`src/rtl/cpuh_defines.svh`:
```
// frame length, bus width and frame phase index macros

`ifndef CPUH_DEFINES_SVH
`define CPUH_DEFINES_SVH

// one bus transaction per frame, counts 0 .. 17
`define CPUH_FRAME_LEN 18

// bytes per 64-bit word on the 8-bit pins
`define CPUH_BUS_BYTES 8

// direction flag phase
`define CPUH_PH_DIR 9

// read capture runs from RD0 up to LAST
`define CPUH_PH_RD0 10
`define CPUH_PH_LAST 17

`endif

```
`src/rtl/cpuh_pkg.sv`:
```
// opcode enum, instruction word struct and bus request struct

`default_nettype none

package cpuh_pkg;

  // top byte of an instruction word, any other value runs as a nop
  typedef enum logic [7:0] {
    OP_LOAD  = 8'h01,
    OP_ADD   = 8'h02,
    OP_STORE = 8'h03,
    OP_JUMP  = 8'h04
  } opcode_e;

  // instruction word as fetched over the bus
  typedef struct packed {
    opcode_e     opcode;   // bits 63:56
    logic [55:0] operand;  // word address
  } insn_t;

  // one bus transaction, held for a whole frame
  typedef struct packed {
    logic [63:0] addr;   // word address
    logic [63:0] wdata;  // only meaningful for writes
    logic        rd;     // 1 = read, 0 = write
  } bus_req_t;

endpackage

`default_nettype wire

```
`src/rtl/acc_cpu.sv`:
```
// accumulator cpu with instruction and operand states, one bus request per step

`timescale 1ns/1ps
`default_nettype none

module acc_cpu (
  input  logic               clk,
  input  logic               arst_n,
  input  logic               step,   // end of frame, rdata is complete
  input  logic [63:0]        rdata,
  output cpuh_pkg::bus_req_t req     // held for the next whole frame
);

  import cpuh_pkg::*;

  typedef enum logic {
    ST_INSN,  // rdata holds the next instruction
    ST_OPND   // rdata holds an operand, or a store just went out
  } state_e;

  state_e      state;
  logic [63:0] pc;
  logic [63:0] acc;
  logic        op_add;  // pending operand adds rather than loads
  insn_t       insn;
  logic [63:0] target;  // operand widened to a bus address
  logic [63:0] pc_inc;

  assign insn   = insn_t'(rdata);
  assign target = {8'b0, insn.operand};
  assign pc_inc = pc + 64'd1;

  // plain read request, used for fetches and operand reads
  function automatic bus_req_t read_req(input logic [63:0] addr);
    bus_req_t r;
    r.addr  = addr;
    r.wdata = '0;
    r.rd    = 1'b1;
    return r;
  endfunction

  always_ff @(posedge clk or negedge arst_n) begin
    if (!arst_n) begin
      state  <= ST_INSN;
      pc     <= '0;
      acc    <= '0;
      op_add <= 1'b0;
      req    <= read_req('0);  // first fetch at address 0
    end else if (step) begin
      case (state)
        ST_INSN: begin
          case (insn.opcode)
            OP_LOAD, OP_ADD: begin
              op_add <= (insn.opcode == OP_ADD);
              pc     <= pc_inc;
              req    <= read_req(target);
              state  <= ST_OPND;
            end
            OP_STORE: begin
              pc    <= pc_inc;
              req   <= '{addr: target, wdata: acc, rd: 1'b0};
              state <= ST_OPND;
            end
            OP_JUMP: begin
              pc  <= target;
              req <= read_req(target);  // fetch straight at the target
            end
            default: begin  // nop
              pc  <= pc_inc;
              req <= read_req(pc_inc);
            end
          endcase
        end

        ST_OPND: begin
          // after a store the captured bytes are ignored
          if (req.rd) begin
            acc <= op_add ? acc + rdata : rdata;  // wraps mod 2^64
          end
          req   <= read_req(pc);  // pc already points past the insn
          state <= ST_INSN;
        end
      endcase
    end
  end

endmodule

`default_nettype wire

```
`src/rtl/bus_serializer.sv`:
```
// byte lane driver for address/write data, direction flag and read data capture

`timescale 1ns/1ps
`default_nettype none

`include "cpuh_defines.svh"

module bus_serializer (
  input  logic               clk,
  input  logic               arst_n,
  input  logic [4:0]         count,
  input  cpuh_pkg::bus_req_t req,
  input  logic [7:0]         uio_in,
  output logic [7:0]         uo_out,
  output logic [7:0]         uio_out,
  output logic [7:0]         uio_oe,
  output logic [63:0]        rdata
);

  logic [2:0] wr_lane;  // byte lane for counts 1..8
  logic [2:0] rd_lane;  // byte lane for counts 10..17

  // least significant byte goes out first
  assign wr_lane = 3'(count - 5'd1);

  // read bytes also arrive least significant first
  assign rd_lane = 3'(count - 5'(`CPUH_PH_RD0));

  // pads drive during write frames, listen during read frames
  assign uio_oe = req.rd ? 8'h00 : 8'hff;

  // Everything changes on the falling edge so the pins are stable around
  // the rising edge, where the outside world samples them. The read bytes
  // are sampled on the same falling edge, so the word is complete before
  // the step edge at the end of the frame.
  always_ff @(negedge clk or negedge arst_n) begin
    if (!arst_n) begin
      uo_out  <= '0;
      uio_out <= '0;
      rdata   <= '0;
    end else begin
      case (count) inside
        // address and write data lanes side by side
        [5'd1:5'(`CPUH_BUS_BYTES)]: begin
          uo_out  <= req.addr[{wr_lane, 3'b000} +: 8];
          uio_out <= req.wdata[{wr_lane, 3'b000} +: 8];
        end

        // direction flag, bit 0 high for a write
        5'(`CPUH_PH_DIR): begin
          uo_out  <= {7'b0, ~req.rd};
          uio_out <= '0;
        end

        // read data phase, outputs idle
        [5'(`CPUH_PH_RD0):5'(`CPUH_PH_LAST)]: begin
          rdata[{rd_lane, 3'b000} +: 8] <= uio_in;
          uo_out                        <= '0;
          uio_out                       <= '0;
        end

        default: begin  // count 0
          uo_out  <= '0;
          uio_out <= '0;
        end
      endcase
    end
  end

endmodule

`default_nettype wire

```
`src/rtl/frame_counter.sv`:
```
// frame counter wrapping at the end of each frame, plus the cpu step strobe

`timescale 1ns/1ps
`default_nettype none

`include "cpuh_defines.svh"

module frame_counter (
  input  logic       clk,
  input  logic       arst_n,
  output logic [4:0] count,  // position inside the frame
  output logic       step    // one cycle, last count of the frame
);

  // cpu advances on the 17 -> 0 wrap edge
  assign step = (count == 5'(`CPUH_PH_LAST));

  always_ff @(posedge clk or negedge arst_n) begin
    if (!arst_n) begin
      count <= '0;
    end else if (count == 5'(`CPUH_FRAME_LEN - 1)) begin
      count <= '0;  // frame done
    end else begin
      count <= count + 5'd1;
    end
  end

endmodule

`default_nettype wire

```
`src/rtl/tt_um_cpuhandler.sv`:
```
// top level connecting frame counter, bus serializer and cpu to the pins

`timescale 1ns/1ps
`default_nettype none

module tt_um_cpuhandler (
  input  logic [7:0] ui_in,    // not used
  output logic [7:0] uo_out,   // address bytes, direction flag
  input  logic [7:0] uio_in,   // read data bytes
  output logic [7:0] uio_out,  // write data bytes
  output logic [7:0] uio_oe,
  input  logic       ena,      // not used
  input  logic       clk,
  input  logic       arst_n
);

  import cpuh_pkg::*;

  logic [4:0]  count;
  logic        step;
  bus_req_t    req;
  logic [63:0] rdata;
  logic        unused_in;

  assign unused_in = &{ena, ui_in, 1'b0};

  frame_counter u_frame_counter (
    .clk    (clk),
    .arst_n (arst_n),
    .count  (count),
    .step   (step)
  );

  bus_serializer u_bus_serializer (
    .clk     (clk),
    .arst_n  (arst_n),
    .count   (count),
    .req     (req),
    .uio_in  (uio_in),
    .uo_out  (uo_out),
    .uio_out (uio_out),
    .uio_oe  (uio_oe),
    .rdata   (rdata)
  );

  acc_cpu u_acc_cpu (
    .clk    (clk),
    .arst_n (arst_n),
    .step   (step),
    .rdata  (rdata),
    .req    (req)
  );

endmodule

`default_nettype wire

```
`config.mk`:
```
export PLATFORM = sky130hd
export DESIGN_NAME = tt_um_cpuhandler
export DESIGN_NICKNAME = d
export VERILOG_FILES = /design/src/rtl/cpuh_pkg.sv /design/src/rtl/acc_cpu.sv /design/src/rtl/bus_serializer.sv /design/src/rtl/frame_counter.sv /design/src/rtl/tt_um_cpuhandler.sv
export VERILOG_INCLUDE_DIRS = /design/src /design/src/rtl
export SDC_FILE = /design/constraint.sdc
export NUM_CORES = 1
export LEC_CHECK = 0
export BUFFER_PORTS_ARGS = -buffer_cell sky130_fd_sc_hd__buf_2
export CAP_MARGIN = 20
export CELL_PAD_IN_SITES_DETAIL_PLACEMENT = 0
export CELL_PAD_IN_SITES_GLOBAL_PLACEMENT = 1
export CORE_ASPECT_RATIO = 0.8
export CORE_UTILIZATION = 37
export CTS_CLUSTER_DIAMETER = 80
export DETAILED_ROUTE_END_ITERATION = 8
export GPL_TIMING_DRIVEN = 0
export PLACE_DENSITY_LB_ADDON = 0.1
export RECOVER_POWER = 50
export SETUP_SLACK_MARGIN = 0.4
export SYNTH_ARGS = -nofsm -noshare
export SYNTH_HDL_FRONTEND = slang
export SYNTH_HIERARCHICAL = 1
export SYNTH_SLANG_ARGS = --single-unit
```
`constraint.sdc`:
```
create_clock -name clk -period 3.5 [get_ports clk]
set_input_delay 0.525 -clock clk [delete_from_list [all_inputs] [get_ports clk]]
set_output_delay 0.525 -clock clk [all_outputs]
set_load 0.02 [all_outputs]
```
==> results.sh <==
export IMPL_worstPathCellList="ha_4 -> fa_2 -> a21o_1 -> a31oi_4 -> or4_4 -> a311oi_4 -> o21ai_2 -> buf_4 -> nand3_4 -> a21o_4 -> buf_6 -> a21oi_2 -> mux2i_1 -> a21oi_1"
export IMPL_die_y_um=220.8
export IMPL_synth_cells=2599
export IMPL_seq_area_um2=8613
export IMPL_drc=0
export IMPL_syn_nets=2693
export IMPL_ant_nets=0
export IMPL_clock_path_buffers=3
export IMPL_clock_latency_ns=0.59
export IMPL_setup_viol_count_final=381
export IMPL_drv_slew=125
export IMPL_cts_buffers=40
export IMPL_layout_drive_gt1_share_pct=32.43
export IMPL_cts_tree="yes"
export IMPL_layout_commonest_cell="nand2_1"
export IMPL_max_stage_delay_ns=0.59
export IMPL_grt_max_degree=116
export IMPL_fp_dieW_um=275.5
export IMPL_power_density_nw_per_um2=295.5
export IMPL_setup_slack_ns=-1.590
export IMPL_cp_max_fo=5
export IMPL_firstDrtPassIters=5
export IMPL_multi_input_area_um2=14980
export IMPL_synth_top_area_cell="dfrtp_1"
export IMPL_area_delta_synth_final_pct=39.58
export IMPL_grt_overflow=0
export IMPL_synth_seq_area_share_pct=38.90
export IMPL_rsz0062_at_grt="true"
export IMPL_drt_vias_per_instance=6.061
export IMPL_ys_ff_latch=344
export IMPL_synth_top_area_share_pct=29.73
export IMPL_status="finished with violations"
export IMPL_worst_endpoint_arrival_ns=5.55
export IMPL_grt_pass1_vias=21230
export IMPL_grt_busiest_layer="met1"
export IMPL_final_nets=2980
export IMPL_n_fill_cell=5352
export IMPL_synth_cell_types=89
export IMPL_cts_sinks=344
export IMPL_violations="capacitance limit, slew limit, setup timing"
export IMPL_final_cell_mix="286 x nand2_1, 260 x dfrtp_1, 174 x a21oi_1, 169 x o21ai_1, 161 x nor2_1"
export IMPL_fp_coreArea_um2=58620
export IMPL_gr_usage_met2_pct=47.89
export IMPL_slew_limit_headroom_pct=-79.47
export IMPL_gp_congestion=0.9591
export IMPL_syn_area_per_cell_um2=8.517
export IMPL_synth_edf_count=0
export IMPL_portBuffers=33
export IMPL_grt_pass1_wl_mm=146.8
export IMPL_dieArea_um2=60810
export IMPL_post_drt_wl_per_cell_um=27.68
export IMPL_cp_slowest_cell="or4_4"
export IMPL_htree_num_levels=2
export IMPL_leakagePower_nw=12.89
export IMPL_gr_usage_met1_pct=49.16
export IMPL_ioPinCount=43
export IMPL_crit_type="reg -> reg"
export IMPL_drt_total_wl_mm=102.1
export IMPL_hpwl_mm=71.21
export IMPL_fin_skew_ns=0.02473
export IMPL_drv_cap=2
export IMPL_synth_ff_type="dfrtp_1"
export IMPL_clock_root_buffer="clkbuf_16"
export IMPL_antenna_found_initial=4
export IMPL_rows=79
export IMPL_critPathLaunchType="flop"
export IMPL_ir_worst_vdd_mv=0.2894
export IMPL_drt_iter0_drc=2329
export IMPL_netlist_area_um2=22130
export IMPL_clkTransAtPathRegs_ns=0.07
export IMPL_cp_end_kind="flop"
export IMPL_worst_slew_pin_slew_ns=2.692
export IMPL_hold_viol_final=0
export IMPL_start_util_pct=37.76
export IMPL_grt_usage_pct=33.17
export IMPL_cp_required_ns=3.96
export IMPL_hold_path_class="reg -> reg"
export IMPL_power_w=0.009130
export IMPL_gr_usage_met3_pct=7.651
export IMPL_fin_tns_setup_ns=-217.69
export IMPL_async_reset_ff_share_pct=100.0
export IMPL_vias=22360
export IMPL_synth_warnings=6
export IMPL_synth_area_leaders="dfrtp_1 30%, dfrtn_1 9.0%, a21oi_1 6.7%"
## cells in the mapped netlist, drive strengths merged (58+ instances only)
cell type and instances:
nand3 73, a21oi 299, o21ai 260, dfrtp 263, nor2 201, mux2 60, inv 155, nand2 311
clkbuf 150, dfrtn 80, ha 74, a31oi 58
## cells by family after synthesis
group / count (synthesis) / share of synthesized area [%]
AO/OA/AOI/OAI: 821 / 22.10
XOR/XNOR: 57 / 2.255
adder cells (fa/ha/maj): 75 / 4.273
buffers and inverters: 340 / 6.608
flip-flops: 344 / 38.90
multiplexers: 141 / 8.524
AND/OR/NAND/NOR: 821 / 17.35
## final timing paths
kind	slack, ns	startpoint	cells after the start	to
min in group asynchronous	1.21	arst_n	2	u_acc_cpu/req[123]
setup / recovery	-1.59	u_bus_serializer/rdata[0]	14	u_acc_cpu/acc[58]
hold / removal	0.51	u_acc_cpu/req[109]	2	u_acc_cpu/req[109]
setup reg to reg	-1.59	u_bus_serializer/rdata[0]	14	u_acc_cpu/acc[58]
max in group asynchronous	-1.01	arst_n	3	u_bus_serializer/rdata[49]
hold reg to reg	0.51	u_acc_cpu/req[109]	2	u_acc_cpu/req[109]
## critical path, delay by kind of cell (launching register included)
family / cells / cell delay (ns)
and+or+nand+nor: 2 / 0.69
buffers and inverters: 2 / 0.28
muxes: 1 / 0.19
DFF: 1 / 0.49
adders and majority gates: 2 / 0.42
AOI/OAI and AO/OA: 7 / 1.16
## metal layers
layer / vias up / routed length (um) / part of all wire [%]
met5: - / 0 / 0
met3: 144 / 10020 / 9.8
li1: 9898 / - / -
met4: 0 / 2398 / 2.3
met1: 11260 / 46490 / 46
met2: 1060 / 43210 / 42
## power breakdown
part	leakage [nW]	internal [W]	switching, W	total [W]
combinational	7.60	0.000222	0.000394	0.000616
sequential	4.62	0.00403	0.0000885	0.00412
clock	0.660	0.00254	0.00186	0.00439
total	12.9	0.00679	0.00234	0.00913
## registers in the layout, indices dropped and copies added, names as in the netlist
register,cells
u_acc_cpu/req,129
u_acc_cpu/acc,64
u_acc_cpu/pc,64
u_bus_serializer/rdata,64
u_bus_serializer/uio_out,8
u_bus_serializer/uo_out,8
u_frame_counter/count,5
u_acc_cpu/op_add,1
u_acc_cpu/state,1
## stage by stage
stage	setup slack (ns)	hold slack, ns	instance area, um^2	utilization, %	instances
floorplan	-1.240	0.2294	23130	-	2599
CTS	-1.589	0.09749	29390	50.14	3630
global placement	-6.733	0.4905	24250	41.38	3401
finish	-1.590	0.5074	30900	52.71	3689
detailed placement	-2.344	0.4413	24350	41.54	3404
global route	-1.658	0.5336	30890	52.70	3686
## area by class of cell
type	count	share of cell area, %
Multi-Input combinational cell	1915	48.48
Sequential cell	344	27.88
Timing Repair Buffer	245	8.464
Buffer	184	5.771
Clock buffer	58	3.884
Tap cell	769	3.114
Inverter	156	1.928
Clock inverter	15	0.4617
Antenna cell	3	0.02430
## timing repair
action,CTS,global route
endpoints found under the hold margin,30,0
resized for setup,457,223
setup endpoints to repair,354,355
pin swaps,142,112
buffers inserted,136,50
cloned,15,5
hold buffers,2,0
Power figures use the tool's default switching activity.
